$ cat src/sysctrl_pkg.sv
package sysctrl_pkg;

    typedef logic [31:0] addr_t;
    typedef logic [31:0] data_t;

    // master to slave
    typedef struct packed {
        addr_t      paddr;
        logic       psel;
        logic       penable;
        logic       pwrite;
        data_t      pwdata;
        logic [3:0] pstrb;
    } apb_req_t;

    // slave to master
    typedef struct packed {
        data_t prdata;
        logic  pready;
        logic  pslverr;
    } apb_rsp_t;

    // lines to one target
    typedef struct packed {
        logic srst;
        logic pause_req;
    } tgt_ctrl_t;

    typedef struct packed {
        logic stopped;
        logic paused;
    } tgt_status_t;

    typedef enum logic [1:0] {
        act_none   = 2'd0,
        act_resume = 2'd1,
        act_pause  = 2'd2,
        act_stop   = 2'd3
    } maestro_action_e;

    // word indices, byte address is index << 2
    localparam int mem_base    = 'h100;
    localparam int periph_base = 'h200;
    localparam int core_base   = 'h400;

    localparam int tgt_stride  = 3;
    localparam int core_stride = 5;

    localparam int reg_status = 0;
    localparam int reg_action = 2;
    localparam int reg_bar    = 3;
    localparam int reg_ier    = 4;

endpackage

$ cat src/sysctrl_apb_slave.sv
`timescale 1ns/1ns

module sysctrl_apb_slave #(
    parameter int no_mems    = 2,
    parameter int no_periphs = 8,
    parameter int no_cores   = 2,
    localparam int n_tgt     = no_mems + no_periphs + no_cores
) (
    input  logic                                     clk,
    input  logic                                     rst_n,
    input  sysctrl_pkg::apb_req_t                    apb_req,
    output sysctrl_pkg::apb_rsp_t                    apb_rsp,
    input  sysctrl_pkg::tgt_status_t [n_tgt-1:0]     tgt_status,
    input  logic [n_tgt-1:0]                         tgt_busy,
    input  sysctrl_pkg::maestro_action_e [n_tgt-1:0] pending_action,
    output logic [n_tgt-1:0]                         start,
    output sysctrl_pkg::maestro_action_e             action,
    output logic [no_cores-1:0]                      bar_we,
    output logic [no_cores-1:0]                      ier_we,
    output sysctrl_pkg::data_t                       wdata,
    input  sysctrl_pkg::addr_t [no_cores-1:0]        core_bar,
    input  sysctrl_pkg::data_t [no_cores-1:0]        core_ier
);
    import sysctrl_pkg::*;

    localparam int tgt_w      = $clog2(n_tgt);
    localparam int core_first = no_mems + no_periphs;

    typedef struct packed {
        logic             hit;
        logic [tgt_w-1:0] tgt;
        logic [2:0]       ofs;
    } decode_t;

    decode_t dec_d;
    decode_t dec_q;
    logic    access;
    logic    err;
    data_t   rdata;

    // targets are numbered mems first, then periphs, then cores
    function automatic logic [29:0] tgt_base(input int i);
        if (i < no_mems) return 30'(mem_base + i * tgt_stride);
        if (i < core_first) return 30'(periph_base + (i - no_mems) * tgt_stride);
        return 30'(core_base + (i - core_first) * core_stride);
    endfunction

    function automatic logic [29:0] tgt_span(input int i);
        return (i >= core_first) ? 30'(core_stride) : 30'(tgt_stride);
    endfunction

    always_comb begin
        logic [29:0] word;
        word  = apb_req.paddr[31:2];
        dec_d = '0;
        for (int i = 0; i < n_tgt; i++) begin
            if (word >= tgt_base(i) && word < tgt_base(i) + tgt_span(i)) begin
                dec_d.hit = 1'b1;
                dec_d.tgt = tgt_w'(i);
                dec_d.ofs = 3'(word - tgt_base(i));
            end
        end
    end

    // decode is captured in the setup cycle
    always_ff @(posedge clk or negedge rst_n) begin
        if (!rst_n) begin
            dec_q <= '0;
        end else if (apb_req.psel && !apb_req.penable) begin
            dec_q <= dec_d;
        end
    end

    assign access = apb_req.psel && apb_req.penable;

    always_comb begin
        rdata  = '0;
        err    = 1'b0;
        start  = '0;
        bar_we = '0;
        ier_we = '0;
        if (!dec_q.hit) begin
            err = 1'b1;
        end else begin
            case (dec_q.ofs)
                3'(reg_status): begin
                    rdata = {30'd0, tgt_status[dec_q.tgt]};
                    err   = apb_req.pwrite;
                end
                3'(reg_action): begin
                    if (tgt_busy[dec_q.tgt]) begin
                        rdata = {30'd0, pending_action[dec_q.tgt]};
                    end
                    if (apb_req.pwrite) begin
                        err              = tgt_busy[dec_q.tgt];
                        start[dec_q.tgt] = access && !tgt_busy[dec_q.tgt];
                    end
                end
                3'(reg_bar): begin
                    for (int c = 0; c < no_cores; c++) begin
                        if (int'(dec_q.tgt) == core_first + c) begin
                            rdata     = core_bar[c];
                            bar_we[c] = access && apb_req.pwrite;
                        end
                    end
                end
                3'(reg_ier): begin
                    for (int c = 0; c < no_cores; c++) begin
                        if (int'(dec_q.tgt) == core_first + c) begin
                            rdata     = core_ier[c];
                            ier_we[c] = access && apb_req.pwrite;
                        end
                    end
                end
                default: err = 1'b1;
            endcase
        end
    end

    // no wait states
    assign apb_rsp.prdata  = rdata;
    assign apb_rsp.pready  = 1'b1;
    assign apb_rsp.pslverr = access && err;

    assign action = maestro_action_e'(apb_req.pwdata[1:0]);
    assign wdata  = apb_req.pwdata;

endmodule

$ cat config.mk
export PLATFORM = sky130hd
export DESIGN_NAME = sysctrl_apb_slave
export DESIGN_NICKNAME = d
export VERILOG_FILES = /design/src/sysctrl_pkg.sv /design/src/sysctrl_apb_slave.sv
export SDC_FILE = /design/constraint.sdc
export NUM_CORES = 1
export LEC_CHECK = 0
export BUFFER_PORTS_ARGS = -buffer_cell sky130_fd_sc_hd__buf_2
export CAP_MARGIN = 30
export CORE_AREA = 8 8 129 131
export DETAILED_ROUTE_END_ITERATION = 7
export DIE_AREA = 0 0 137 139
export PLACE_DENSITY = 0.57
export SKIP_LAST_GASP = 1
export SLEW_MARGIN = 5
export SYNTH_ARGS = -nofsm -noshare
export SYNTH_HDL_FRONTEND = slang
export SYNTH_SLANG_ARGS = --single-unit
$ cat constraint.sdc
create_clock -name clk -period 5.6 [get_ports clk]
set_input_delay 0.28 -clock clk [delete_from_list [all_inputs] [get_ports clk]]
set_output_delay 0.28 -clock clk [all_outputs]
set_load 0.02 [all_outputs]
==> flow_summary.toml <==
[timing]
tightestPinTransition_ns = 0.8395
final.period_utilization = 0.6089
report.final.slew_viol_count = 0
fin_worst_skew_ns = 0
post-route-min-period_ns = 3.410
max_clock_freq_mhz = 293.3
timing_hold_violations_final = 0
slew_headroom = 0.4403
rsz0062_at_grt = "no"
timing.final.setup_violations = 0
setup_total_negative_slack_ns = 0

[cts]
clkTransAtPathRegs_ns = 0.03
clkLatencyLatePin_ns = 0.23
numClockSinks = 8
post-cts-setup-buffers = 0
cts-root-to-sink-buffers = 2
cts-root-buf = "clkbuf_16"
total_cts_buffers = 3
h_tree_depth = 1
cts_resized = 0
cts_tree = "done"
cts-hold-fix-buffers = 1

[finish]
postLayoutCellArea_um2 = 4538
largest_reg_flops = 8
fin_nets = 916
reg.largest.list = "dec_q x8"
layout.cells.most_common_list = "buf_2 (271), a22oi_1 (64), nor2_1 (58)"
final_common_cell = "buf_2"
finalCoreUtilization = 0.3076
area_delta_synth_final_pct = 39.77
post_route_cells_drive_above_1_share = 0.4946
largest_reg_by_ff_count = "dec_q"
finalNonFillerCells = 836
layout.filler_cells = 1633

[run_status]
status = "finished clean"

[power]
power_mw = 0.4423
p_leak_nw = 1.973
ir_drop_mv = 0.06146
p_per_area_nw_per_um2 = 97.46

[synth]
post_synth_instance_area_um2 = 3247
postSynth.topFlopCell = "dfrtp_1"
post-synth-top-area-fraction = 0.1480
synth_edf_count = 0
synth_sequential_area_ratio = 0.06166
async_reset_ff_frac = 1.000
ys_warn_count = 0
netlist-cell-type-count = 70
synthTopCellsByArea = "a22oi_1 (15%), mux4_2 (10%), buf_4 (8.1%), o22a_1 (8.1%), nor2_1 (6.7%)"
syn_inst = 436
ys_seq_elements = 8
synth_area_per_cell_um2 = 7.447
yosys.area.top_type = "a22oi_1"
mappedNetlistNets = 703

[grt]
grt_busiest_layer = "met2"
met1_track_demand_over_resource_in_global_routing = 0.1801
globalRouteOverflowTotal = 0
antenna_found_initial = 1
grt_start_max_net_pins = 66
grt_pass1_vias = 4410
grt.total_usage = 0.1450
wire_length_of_the_first_global_routing_pass_mm = 22.92
grt.met2_usage = 0.2464
use_met3 = 0.04493

[floorplan]
rows = 45
top_level_ports = 345
core_region_area_um2 = 14750
initial_utilization = 0.2201
chipWidth_um = 137
design.die.area_um2 = 19040
die_height_um = 139

[placement]
placer_s_final_routability_congestion_estimate = 0.9201
detailed_place.area_um2 = 4451
io_buffers = 271
post-dp-hpwl_mm = 12.56
dpl.cell_count = 831

[run]
timing.max_cap.violations = 0

[worst_hold_path]
hold_path.class = "input port to flip-flop"
hold_path_startpoint = "apb_req[37]"

[critical_path]
start_kind = "flip-flop"
worst-endpoint-required_ns = 5.32
timing.critical_path.fanout_max = 22
worst-setup-path-type = "flip-flop to output pin"
setup.worst_path.start = "dec_q[4]"
cp.arrival_ns = 3.13
r2r-start = "dec_q[4]"
worst-r2r-setup-slack_ns = 4.42
timing.critical_path.to_type = "output pin"

[route]
routed_wirelength_mm = 15.21
post_dr_vias_cell = 5.293
routedWlPerCell_um = 18.19
drt_first_iter_violations = 297
drcViolationCount = 0
via_count = 4425
drt-pass1-iter-count = 5
route.antenna.remaining_nets = 0
-- kinds of logic (layout without fill, tap and decap cells) --
| logic type | after synthesis | count (layout) | synth area share |
|---|---|---|---|
| and+or+nand+nor | 165 | 165 | 0.2751 |
| DFF | 8 | 8 | 0.06166 |
| buffers and inverters | 84 | 295 | 0.1530 |
| other | 1 | 2 | 0.001155 |
| AOI/OAI and AO/OA | 148 | 148 | 0.3549 |
| muxes | 22 | 22 | 0.1256 |
| xor gates and xnor gates | 2 | 2 | 0.005396 |
| adders and majority gates | 6 | 6 | 0.02312 |
-- per-stage QoR --
stage	hold WS, ns	worst slack [ns]
final	0.4236	2.190
after global routing	0.4495	1.904
after detailed placement	0.1284	2.429
after CTS	0.4282	2.187
after floorplan	-0.01559	3.137
after global placement	0.1283	2.467
-- where the power goes --
group          switching, mW  internal [mW]  leakage (nW)
sequential            0.0105         0.0621         0.103
clock                 0.0251         0.0918        0.0370
combinational          0.129          0.124          1.83
-- cell usage after synthesis (all sizes together) (8+ instances only) --
cell type	count
a21oi	9
a22oi	64
buf	52
clkbuf	18
dfrtp	8
inv	14
mux4	15
nand2	23
nand3	9
nand4	8
nor2	58
nor3	12
nor4	14
o22a	30
-- worst paths after layout --
check / end / depth (start not counted)
max: start[6] / 7
min: dec_q[6] / 3
max reg2reg: dec_q[4] / 1
min reg2reg: dec_q[0] / 2
max in group asynchronous: dec_q[6] / 2
min in group asynchronous: dec_q[0] / 2
-- cell type report --
class                           count  area, um^2  share of cell area
Timing Repair Buffer              278        1411              0.3110
Tap cell                          188       235.2             0.05183
Multi-Input combinational cell    344        2561              0.5644
Sequential cell                     8       200.2             0.04411
Clock buffer                        3       75.07             0.01654
Inverter                           14       52.55             0.01158
Antenna cell                        1       2.502           0.0005514
-- per-layer routing --
layer  vias to the layer above  part of all wire
li1                       2108                 -
met1                      2072              0.41
met2                       241              0.47
met3                         4              0.12
met4                         0            0.0026
met5                         -                 0
-- critical path, cell delays in order, from the launching register on --
cell	delay [ns]
dfrtp_1	0.88
mux4_2	0.40
mux2i_1	0.21
o221ai_1	0.28
nor3_1	0.34
nand2_1	0.18
nor3_1	0.36
buf_2	0.24
Note: power is estimated with default switching activity, not from simulation.
