**config.mk**
```make
export PLATFORM = sky130hd
export DESIGN_NAME = sysctrl_maestro
export DESIGN_NICKNAME = d
export VERILOG_FILES = /design/src/sysctrl_pkg.sv /design/src/sysctrl_maestro.sv
export SDC_FILE = /design/constraint.sdc
export NUM_CORES = 1
export LEC_CHECK = 0
export ABC_CLOCK_PERIOD_IN_PS = 1400
export BUFFER_PORTS_ARGS = -buffer_cell sky130_fd_sc_hd__buf_2
export CORE_AREA = 5 5 42 44
export CTS_BUF_LIST = sky130_fd_sc_hd__clkbuf_16
export DETAILED_ROUTE_END_ITERATION = 16
export DIE_AREA = 0 0 47 49
export SLEW_MARGIN = 0
export SYNTH_ARGS = -nofsm -noshare
export SYNTH_HDL_FRONTEND = slang
export SYNTH_SLANG_ARGS = --single-unit
```
**constraint.sdc**
```tcl
create_clock -name clk -period 1.4 [get_ports clk]
set_input_delay 0.42 -clock clk [delete_from_list [all_inputs] [get_ports clk]]
set_output_delay 0.42 -clock clk [all_outputs]
set_load 0.05 [all_outputs]
```
**src/sysctrl_pkg.sv**
```systemverilog
package sysctrl_pkg;

    typedef logic [31:0] addr_t;
    typedef logic [31:0] data_t;

    // master to slave
    typedef struct packed {
        addr_t      paddr;
        logic       psel;
        logic       penable;
        logic       pwrite;
        data_t      pwdata;
        logic [3:0] pstrb;
    } apb_req_t;

    // slave to master
    typedef struct packed {
        data_t prdata;
        logic  pready;
        logic  pslverr;
    } apb_rsp_t;

    // lines to one target
    typedef struct packed {
        logic srst;
        logic pause_req;
    } tgt_ctrl_t;

    typedef struct packed {
        logic stopped;
        logic paused;
    } tgt_status_t;

    typedef enum logic [1:0] {
        act_none   = 2'd0,
        act_resume = 2'd1,
        act_pause  = 2'd2,
        act_stop   = 2'd3
    } maestro_action_e;

    // word indices, byte address is index << 2
    localparam int mem_base    = 'h100;
    localparam int periph_base = 'h200;
    localparam int core_base   = 'h400;

    localparam int tgt_stride  = 3;
    localparam int core_stride = 5;

    localparam int reg_status = 0;
    localparam int reg_action = 2;
    localparam int reg_bar    = 3;
    localparam int reg_ier    = 4;

endpackage

```
**src/sysctrl_maestro.sv**
```systemverilog
`timescale 1ns/1ns

module sysctrl_maestro #(
    parameter bit run_at_reset = 1'b0
) (
    input  logic                         clk,
    input  logic                         rst_n,
    input  logic                         start,
    input  sysctrl_pkg::maestro_action_e action,
    input  logic                         pause_ack,
    output sysctrl_pkg::tgt_ctrl_t       ctrl,
    output sysctrl_pkg::tgt_status_t     status,
    output logic                         busy,
    output sysctrl_pkg::maestro_action_e pending
);
    import sysctrl_pkg::*;

    typedef enum logic [1:0] {
        st_idle,
        st_resume,
        st_pause,
        st_stop
    } state_e;

    state_e          state;
    tgt_ctrl_t       ctrl_q;
    tgt_status_t     status_q;
    maestro_action_e pending_q;

    always_ff @(posedge clk or negedge rst_n) begin
        if (!rst_n) begin
            state             <= st_idle;
            pending_q         <= act_none;
            ctrl_q.srst       <= !run_at_reset;
            ctrl_q.pause_req  <= 1'b0;
            status_q.stopped  <= !run_at_reset;
            status_q.paused   <= 1'b0;
        end else begin
            case (state)
                st_idle: begin
                    if (start) begin
                        pending_q <= action;
                        case (action)
                            act_resume: begin
                                ctrl_q <= '0;
                                state  <= st_resume;
                            end
                            act_pause: begin
                                ctrl_q.pause_req <= 1'b1;
                                state            <= st_pause;
                            end
                            act_stop: begin
                                ctrl_q.pause_req <= 1'b1;
                                state            <= st_stop;
                            end
                            default: state <= st_idle;
                        endcase
                    end
                end
                // target leaves pause once ack drops
                st_resume: begin
                    if (!pause_ack) begin
                        status_q <= '0;
                        state    <= st_idle;
                    end
                end
                st_pause: begin
                    if (pause_ack) begin
                        status_q.paused <= 1'b1;
                        state           <= st_idle;
                    end
                end
                // reset only once the target is quiet
                st_stop: begin
                    if (pause_ack) begin
                        ctrl_q.srst <= 1'b1;
                        status_q    <= '1;
                        state       <= st_idle;
                    end
                end
                default: state <= st_idle;
            endcase
        end
    end

    assign ctrl    = ctrl_q;
    assign status  = status_q;
    assign busy    = (state != st_idle);
    assign pending = pending_q;

endmodule

```
==> impl_metrics.ini, run 1 <==
[hold_path]
hp-class = in -> async

[grt]
grt_start_max_net_pins = 9
grt_util_met3_pct = 3.32
globalRouteOverflowTotal = 0
globalRouteMet2Util_pct = 9.95
grt_use_total_pct = 7.71
first_global_vias = 298
grt.met1_usage_pct = 8.48
number_of_antenna_violations_at_the_first_check_in_global_routing = 0
grt_most_used_layer = met2
grt_first_pass_wirelength_um = 1190

[outcome]
violations = negative setup slack
status = finished with violations

[synth]
yosys_warnings = 0
synth_seq_cells = 8
yosys_top_cell_by_area = sky130_fd_sc_hd__dfrtp_1
netlist_top_cells_area = sky130_fd_sc_hd__dfrtp_1 (43%), sky130_fd_sc_hd__dfstp_2 (15%), sky130_fd_sc_hd__a21oi_1 (5.7%), sky130_fd_sc_hd__nor3b_4 (5.4%), sky130_fd_sc_hd__o21ai_0 (4.3%)
synth_cells = 33
average_size_of_a_mapped_cell_um2 = 10.6
synth.distinct_cells = 15
syn-num-nets = 39
synth.cell_area_um2 = 350
synth.top_cell.area_share_pct = 42.9
register_area_share_after_synthesis_pct = 57.9

[drt]
antenna_violating_nets_post_route = 0
drc_errors = 0
drt-vias-per-instance = 4.39
postRouteWirelength_um = 770
drt_iter0_markers = 2
dr.pass1.iters = 4
via_count = 290
wire_per_inst_um = 11.7

[final_layout]
antenna_cells = 0
ff_latch_area_um2 = 203
num-nets-final = 58
utilization_pct = 38.1
fillers = 152
multi_input_combinational_cell_area_um2 = 128
drive_gt1_share_pct = 44.0
areaGrowthSynthToFinish_pct = 52.5

[placement]
hpwl_um = 574
gpl.final_weighted_congestion = 0.704
numPortBuffers = 12

[power]
switching_part_of_the_total_power_pct = 40.8
power_dissipated_by_switching_net_loads_mw = 0.660
p_leak_nw = 0.256
share_comb_of_total_power_pct = 46.7
ir_worst_vdd_mv = 0.876
share_clk_of_total_power_pct = 29.1
seqPwrFrac_pct = 24.3
p_int_mw = 0.957
cellPowerDensity_nw_per_um2 = 3030

[worst_setup_path]
cp-endpoint = busy
r2r_setup_slack_ps = 90
reg2reg_depth = 5
worst_path_largest_cell_delay_ps = 360
criticalPathCategory = reg -> out
critical_path.cell_chain = or2_4 > buf_8
worst-path-buf-inv = 1
rr_startpoint = state[1]
critPathCaptureType = output port
reg2reg_to = ctrl[0]
critPathRequiredTime_ps = 980
worst-endpoint-arrival_ps = 990
worstSetupStartpoint = state[1]
worst-path-max-fanout = 2
cp-start-kind = flip-flop
critical_path.top_delay_family = flip-flops
critical_path_depth = 2
critical_path.slowest_cell = sky130_fd_sc_hd__dfrtp_1

[clocking]
cts_max_path_buffers = 2
clock-root-buffer = sky130_fd_sc_hd__clkbuf_16
tritoncts_clock_tree = yes
cts_buffers = 3
cts_sinks = 8
worst_path_clk_slew_ps = 40
cts_hold_repair.buffers = 0
htree_num_levels = 1
clk-insertion-delay-late_ps = 230

[timing]
setup_viol_count_final = 1
finalCriticalPeriod_ps = 1410
actual_slew_at_the_worst_max_slew_pin_ps = 242
worst_clock_skew_ps = 0.970
final.hold.worst_slack_ps = 30.5
maxSlewHeadroom_pct = 83.8
setup_slack_ps = -12.5
final.period_utilization_pct = 101
max_freq_mhz = 708
hold_violations = 0
slew_viol_final = 0
rsz_0062_raised_after_global_routing = yes

[floorplan]
die-height_um = 49
rows = 14
start_util_pct = 25.0
core-area_um2 = 1400
floorplan.io_pins = 13
die_w_um = 47
fp.dieArea_um2 = 2300

[job]
timing.max_cap.violations = 0
## cells in the mapped netlist
cell and number:
sky130_fd_sc_hd__nor2b_1 1, sky130_fd_sc_hd__or2_2 1, sky130_fd_sc_hd__dfstp_2 2, sky130_fd_sc_hd__nand2b_1 1
sky130_fd_sc_hd__nor3b_4 1, sky130_fd_sc_hd__nor2_1 4, sky130_fd_sc_hd__dfrtp_1 6, sky130_fd_sc_hd__o21ai_0 3
sky130_fd_sc_hd__a22o_1 1, sky130_fd_sc_hd__buf_6 1, sky130_fd_sc_hd__a31oi_1 2, sky130_fd_sc_hd__nand2_1 2
sky130_fd_sc_hd__inv_1 3, sky130_fd_sc_hd__a21oi_1 4, sky130_fd_sc_hd__a221oi_1 1
## cell usage in the layout, fill, tap and decap left out, types with 2 or more instances in the layout
master	instances
sky130_fd_sc_hd__buf_2	9
sky130_fd_sc_hd__clkbuf_16	3
sky130_fd_sc_hd__nor2_1	4
sky130_fd_sc_hd__dfstp_2	2
sky130_fd_sc_hd__inv_1	3
sky130_fd_sc_hd__nand2_1	2
sky130_fd_sc_hd__o21ai_0	3
sky130_fd_sc_hd__a21oi_1	4
sky130_fd_sc_hd__a31oi_1	2
sky130_fd_sc_hd__buf_4	5
sky130_fd_sc_hd__dfrtp_1	6
## logic make-up (layout without fill, tap and decap cells)
family / count (synthesis) / count (layout) / share of synthesized area (%)
compound gates: 11 / 11 / 18.6
simple gates: 10 / 10 / 17.1
flops: 8 / 8 / 57.9
buf+inv: 4 / 21 / 6.43
## power groups by stage
stage	logic, mW	registers [mW]	clock network, mW
after floorplan	0.242	0.677	0
after global placement	0.680	0.390	0
after detailed placement	0.683	0.394	0
after CTS	0.748	0.395	0.482
after global routing	0.797	0.406	0.489
final	0.755	0.393	0.470
## flip-flops by register name (all words and copies together) (netlist names)
signal   flops
status       2
state        2
ctrl         2
pending      2
## worst reg2reg max path: cells and delay by family (launching register included)
family | cells | cell delay, ps
AND/OR/NAND/NOR | 2 | 370
flip-flops | 1 | 360
buffers and inverters | 2 | 280
AO/OA/AOI/OAI | 1 | 190
## cell type report
cell class              instances  area share, %
multi-input cells              21           23.9
flip-flops and latches          8           37.9
clock buffers                   3           14.1
repair buffers                 15           18.3
well taps                      16           3.75
inverters                       3           2.11
## worst min path at each step
stage                             to  slack (ps)  cells after the start
after floorplan              ctrl[0]         120                      0
after global placement    pending[0]         270                      1
after detailed placement  pending[0]         270                      1
after CTS                 pending[0]          30                      1
after global routing      pending[0]          40                      1
final                     pending[0]          30                      1
## metrics by stage
step / setup WS, ps / TNS [ps] / power [mW] / cell area, um^2 / cells
2_1_floorplan: 81.0 / 0 / 0.919 / 350 / 33
3_3_place_gp: 144 / 0 / 1.07 / 434 / 62
3_5_place_dp: 134 / 0 / 1.08 / 434 / 62
4_1_cts: -25.2 / -25.2 / 1.63 / 527 / 65
5_1_grt: -35.8 / -35.8 / 1.69 / 534 / 66
6_report: -12.5 / -12.5 / 1.62 / 534 / 66
## per-layer routing
layer	share of wire (%)	wire length (um)
met5	0	0
met4	0.52	4
met3	5.1	39
met2	48	367
met1	47	360
## repair_timing
action	in CTS	in global routing
resized for setup	6	0
pin swaps	0	1
setup buffers	0	1
setup endpoints to repair	3	1
No activity file was read; power rests on OpenSTA's default activity.
==> run 2: changes to the inputs <==
--- a/config.mk
+++ b/config.mk
@@ -11,6 +11,7 @@
 export CTS_BUF_LIST = sky130_fd_sc_hd__clkbuf_16
 export DETAILED_ROUTE_END_ITERATION = 16
 export DIE_AREA = 0 0 47 49
+export HOLD_SLACK_MARGIN = 0.05
 export SLEW_MARGIN = 0
 export SYNTH_ARGS = -nofsm -noshare
 export SYNTH_HDL_FRONTEND = slang
==> run 2 against run 1 <==
Effect of this change:
- the run still ends with negative setup slack left
- power shrank 0.47%
- critical path depth is the same
- combinational power shrank 1%
- fmax shrank 0.44%
- design area grew 0.47%
- first-iteration DRC count grew to 3.0 times the previous value
- count of clock-buffer cells in the layout is the same
- sequential power is essentially flat
- register-to-register slack gained 90 ps
- clock power is essentially flat
- critical path type unchanged
- critical endpoint unchanged
==> impl_metrics.ini, run 2 (synthesis results as in run 1) <==
[clocking]
clk-insertion-delay-late_ps = 230
cts_setup_buffers = 0
cts_buffers = 3
htree_num_levels = 1
clock-root-buffer = sky130_fd_sc_hd__clkbuf_16
cts_max_path_buffers = 2
cts_sinks = 8
tritoncts_clock_tree = yes
worst_path_clk_slew_ps = 40

[drt]
antenna_violating_nets_post_route = 0
postRouteWirelength_um = 795
via_count = 299
wire_per_inst_um = 12.0
dr.pass1.iters = 4
drt_iter0_markers = 6
drc_errors = 0
drt-vias-per-instance = 4.53

[grt]
grt_start_max_net_pins = 9
globalRouteOverflowTotal = 0
first_global_vias = 304
grt_first_pass_wirelength_um = 1250
number_of_antenna_violations_at_the_first_check_in_global_routing = 0
grt_use_total_pct = 8.07

[job]
timing.max_cap.violations = 0

[floorplan]
rows = 14
fp.dieArea_um2 = 2300
die_w_um = 47
core-area_um2 = 1400
start_util_pct = 25.0
die-height_um = 49
floorplan.io_pins = 13

[power]
p_int_mw = 0.950
switching_part_of_the_total_power_pct = 41.0
p_leak_nw = 0.255
ir_worst_vdd_mv = 0.876
cellPowerDensity_nw_per_um2 = 3000
share_comb_of_total_power_pct = 46.3
share_clk_of_total_power_pct = 29.3
seqPwrFrac_pct = 24.4
power_dissipated_by_switching_net_loads_mw = 0.661

[placement]
hpwl_um = 574
standard_cell_area_after_detailed_placement_um2 = 434
numPortBuffers = 12
pre_cts_slack_ps = 134
gpl.final_weighted_congestion = 0.704
placed_cells = 62

[worst_setup_path]
r2r_setup_slack_ps = 180
criticalPathCategory = reg -> out
rr_startpoint = state[1]
reg2reg_to = ctrl[0]
cp-start-kind = flip-flop
worstSetupStartpoint = state[0]
worst-path-max-fanout = 2
critPathRequiredTime_ps = 980
cp-endpoint = busy
reg2reg_depth = 4
worst-endpoint-arrival_ps = 1000
critPathCaptureType = output port

[timing]
final.period_utilization_pct = 101
setup_slack_ps = -18.7
max_freq_mhz = 705
finalCriticalPeriod_ps = 1420
worst_clock_skew_ps = 1.00
actual_slew_at_the_worst_max_slew_pin_ps = 249
hold_violations = 0
rsz_0062_raised_after_global_routing = yes
final.hold.worst_slack_ps = 376
maxSlewHeadroom_pct = 83.4
slew_viol_final = 0
setup_viol_count_final = 1

[final_layout]
area_of_all_placed_cells_without_fillers_um2 = 537
layout_common_cells = sky130_fd_sc_hd__buf_2 (9), sky130_fd_sc_hd__dfrtp_1 (6), sky130_fd_sc_hd__nor2_1 (4), sky130_fd_sc_hd__a21oi_1 (4), sky130_fd_sc_hd__buf_4 (4)
leading_cell_type_in_the_layout_fill_and_taps_excluded = sky130_fd_sc_hd__buf_2
num-nets-final = 58
final_cell_count_no_fill = 66
antenna_cells = 0
drive_gt1_share_pct = 42.0
areaGrowthSynthToFinish_pct = 53.2

[outcome]
status = finished with violations
violations = negative setup slack

[hold_path]
hp-class = in -> reg
## run 2: cell count changes in the layout (fill, tap and decap cells not counted)
| cell | change |
|---|---|
| sky130_fd_sc_hd__buf_4 | -1 |
| sky130_fd_sc_hd__dlygate4sd3_1 | +1 |
## run 2: per-layer routing
layer  up-vias  part of all wire, %  wire (um)  track usage (%)
li1        147                    -          -                -
met1       140                   45        354             8.71
met2        10                   50        394             10.9
met3         2                  5.3         42             3.32
met4         0                 0.50          4             8.29
met5         -                    0          0                0
## run 2: how the worst min path moves through the flow
stage / cells after the start / slack (ps) / from / endpoint
floorplan: 0 / 120 / rst_n / ctrl[0]
global placement: 1 / 270 / rst_n / pending[0]
detailed placement: 1 / 270 / rst_n / pending[0]
CTS: 2 / 370 / action[0] / ctrl[1]
global route: 2 / 390 / action[0] / ctrl[1]
finish: 2 / 380 / action[0] / ctrl[1]
## run 2: power by group through the flow
stage / Combinational, mW / Sequential, mW / Clock (mW)
5_1_grt: 0.787 / 0.407 / 0.489
4_1_cts: 0.750 / 0.395 / 0.482
3_5_place_dp: 0.683 / 0.394 / 0
2_1_floorplan: 0.242 / 0.677 / 0
3_3_place_gp: 0.680 / 0.390 / 0
6_report: 0.746 / 0.393 / 0.471
## run 2: worst max-delay path: stages (launching register included)
cell and delay [ps]:
sky130_fd_sc_hd__dfrtp_1 370, sky130_fd_sc_hd__or2_4 250, sky130_fd_sc_hd__buf_8 150
## run 2: layout make-up
type,count,area (um^2)
fillers,154,865
flip-flops and latches,8,203
multi-input cells,21,128
repair buffers,15,100
clock buffers,3,75.1
well taps,16,20.0
inverters,3,11.3
## run 2: stage by stage
step / utilization (%) / setup TNS (ps) / power, mW
after floorplan: - / 0 / 0.919
after detailed placement: 31.0 / 0 / 1.08
after global placement: 31.0 / 0 / 1.07
after global routing: 38.3 / -45.2 / 1.68
after CTS: 38.3 / -25.2 / 1.63
final: 38.3 / -18.7 / 1.61
## run 2: repair_timing
| action | in CTS | in global routing |
|---|---|---|
| pin swaps | 0 | 1 |
| endpoints found under the setup margin | 3 | 1 |
| gates resized for setup | 6 | 0 |
| hold buffers | 1 | 0 |
| hold endpoints to repair | 6 | 0 |
==> run 3: changes to the inputs <==
--- a/config.mk
+++ b/config.mk
@@ -7,11 +7,14 @@
 export LEC_CHECK = 0
 export ABC_CLOCK_PERIOD_IN_PS = 1400
 export BUFFER_PORTS_ARGS = -buffer_cell sky130_fd_sc_hd__buf_2
-export CORE_AREA = 5 5 42 44
+export CELL_PAD_IN_SITES_DETAIL_PLACEMENT = 2
+export CELL_PAD_IN_SITES_GLOBAL_PLACEMENT = 2
+export CORE_MARGIN = 5
+export CORE_UTILIZATION = 25
 export CTS_BUF_LIST = sky130_fd_sc_hd__clkbuf_16
 export DETAILED_ROUTE_END_ITERATION = 16
-export DIE_AREA = 0 0 47 49
 export HOLD_SLACK_MARGIN = 0.05
+export PLACE_DENSITY_LB_ADDON = 0.1
 export SLEW_MARGIN = 0
 export SYNTH_ARGS = -nofsm -noshare
 export SYNTH_HDL_FRONTEND = slang
==> run 3 against run 2 <==
Effect of this change:
- the run still ends with negative setup slack left
- sequential power is 1% higher
- worst setup slack worse by 2.1 ps
- sequential share of layout area is 0.18 points lower
- utilization is 2.6 points higher
- power is 2.6% higher
- clock power is 1% higher
- hold slack better by 9.7 ps
- register-to-register slack worse by 50 ps
- critical path depth stayed put
- highest routed layer is now met3
- flip-flop and latch count stayed put
==> impl_metrics.ini, run 3 (synthesis results as in run 1) <==
[worst_setup_path]
criticalPathCategory = reg -> out
worst-path-max-fanout = 2
cp-start-kind = flip-flop
critical_path_depth = 2
rr_startpoint = state[1]
reg2reg_to = ctrl[0]
reg2reg_depth = 4
worstSetupStartpoint = state[1]
critPathCaptureType = output port
worst_path_largest_cell_delay_ps = 370
worst-path-buf-inv = 1
r2r_setup_slack_ps = 130
critical_path.slowest_cell = sky130_fd_sc_hd__dfrtp_1
cp-endpoint = busy
worst-endpoint-arrival_ps = 1000
critPathRequiredTime_ps = 980
critical_path.top_delay_family = flip-flops
critical_path.cell_chain = or2_4 > buf_8

[power]
switching_part_of_the_total_power_pct = 42.2
share_comb_of_total_power_pct = 47.0
power_dissipated_by_switching_net_loads_mw = 0.698
seqPwrFrac_pct = 24.1
p_leak_nw = 0.256
ir_worst_vdd_mv = 1.21
cellPowerDensity_nw_per_um2 = 3060
p_int_mw = 0.954
share_clk_of_total_power_pct = 28.9

[clocking]
htree_num_levels = 1
cts_buffers = 3
clk-insertion-delay-late_ps = 230
cts_setup_buffers = 0
cts_sinks = 8
clock-root-buffer = sky130_fd_sc_hd__clkbuf_16
cts_max_path_buffers = 2
tritoncts_clock_tree = yes
worst_path_clk_slew_ps = 40

[final_layout]
leading_cell_type_in_the_layout_fill_and_taps_excluded = sky130_fd_sc_hd__buf_2
drive_gt1_share_pct = 42.0
layout_common_cells = sky130_fd_sc_hd__buf_2 (9), sky130_fd_sc_hd__dfrtp_1 (6), sky130_fd_sc_hd__nor2_1 (4), sky130_fd_sc_hd__a21oi_1 (4)
utilization_pct = 40.9
final_cell_count_no_fill = 65
areaGrowthSynthToFinish_pct = 53.9
antenna_cells = 0
fillers = 145
num-nets-final = 58

[timing]
maxSlewHeadroom_pct = 82.2
hold_violations = 0
slew_viol_final = 0
rsz_0062_raised_after_global_routing = yes
final.period_utilization_pct = 101
final.hold.worst_slack_ps = 385
worst_clock_skew_ps = 1.48
finalCriticalPeriod_ps = 1420
setup_slack_ps = -20.8
max_freq_mhz = 704
actual_slew_at_the_worst_max_slew_pin_ps = 267
setup_viol_count_final = 1

[grt]
grt_use_total_pct = 11.7
globalRouteOverflowTotal = 0
number_of_antenna_violations_at_the_first_check_in_global_routing = 0
first_global_vias = 361
grt_first_pass_wirelength_um = 1730
grt_start_max_net_pins = 9

[placement]
placed_cells = 61
hpwl_um = 802
numPortBuffers = 12
gpl.final_weighted_congestion = 0.737
pre_cts_slack_ps = 122

[drt]
antenna_violating_nets_post_route = 0
postRouteWirelength_um = 1080
drt-vias-per-instance = 5.06
drc_errors = 0
via_count = 329
dr.pass1.iters = 2
drt_iter0_markers = 4
wire_per_inst_um = 16.7

[hold_path]
hp-start = action[0]
hp-class = in -> reg

[floorplan]
die-height_um = 47.4
rows = 13
core-area_um2 = 1320
die_w_um = 47.4
start_util_pct = 26.6
fp.dieArea_um2 = 2250
floorplan.io_pins = 13

[job]
timing.max_cap.violations = 0

[outcome]
violations = negative setup slack
status = finished with violations
-- run 3: cell counts in the layout (fill, tap and decap cells not counted) --
No cell type changed its count.
-- run 3: what timing repair did --
item | 4_1_cts | 5_1_grt
hold endpoints to repair | 6 | 0
resized for setup | 6 | 1
pin swaps | 1 | 1
hold buffers | 1 | 0
setup endpoints to repair | 3 | 2
-- run 3: metal layers --
metal  vias to the layer above  share of wire (%)  GRT usage (%)
met4                         0                  0           6.63
met5                         -                  0              0
li1                        149                  -              -
met2                         6                 57           20.1
met1                       174                 39           12.9
met3                         0                4.2           3.38
-- run 3: worst min path at each step --
stage	end	slack, ps	depth (start not counted)
global placement	ctrl[0]	270	1
global route	ctrl[1]	390	2
CTS	ctrl[1]	370	2
floorplan	ctrl[0]	120	0
finish	ctrl[1]	390	2
detailed placement	state[1]	270	1
-- run 3: power by group through the flow --
stage / Clock [mW] / Combinational (mW) / Sequential, mW
5_1_grt: 0.497 / 0.818 / 0.412
2_1_floorplan: 0 / 0.242 / 0.677
6_report: 0.478 / 0.776 / 0.398
4_1_cts: 0.486 / 0.784 / 0.397
3_3_place_gp: 0 / 0.685 / 0.386
3_5_place_dp: 0 / 0.709 / 0.398
-- run 3: area by class of cell --
class | count | area, um^2 | area share (%)
clock buffer | 3 | 75.1 | 13.9
sequential | 8 | 203 | 37.6
inverter | 3 | 11.3 | 2.09
tap | 15 | 18.8 | 3.48
timing repair buffer | 15 | 104 | 19.3
multi-input combinational | 21 | 128 | 23.7
-- run 3: metrics by stage --
step / setup TNS, ps / cell area, um^2 / power (mW)
2_1_floorplan: 0 / 350 / 0.919
3_3_place_gp: 0 / 433 / 1.07
3_5_place_dp: 0 / 433 / 1.11
4_1_cts: -21.9 / 536 / 1.67
5_1_grt: -41.9 / 539 / 1.73
6_report: -20.8 / 539 / 1.65
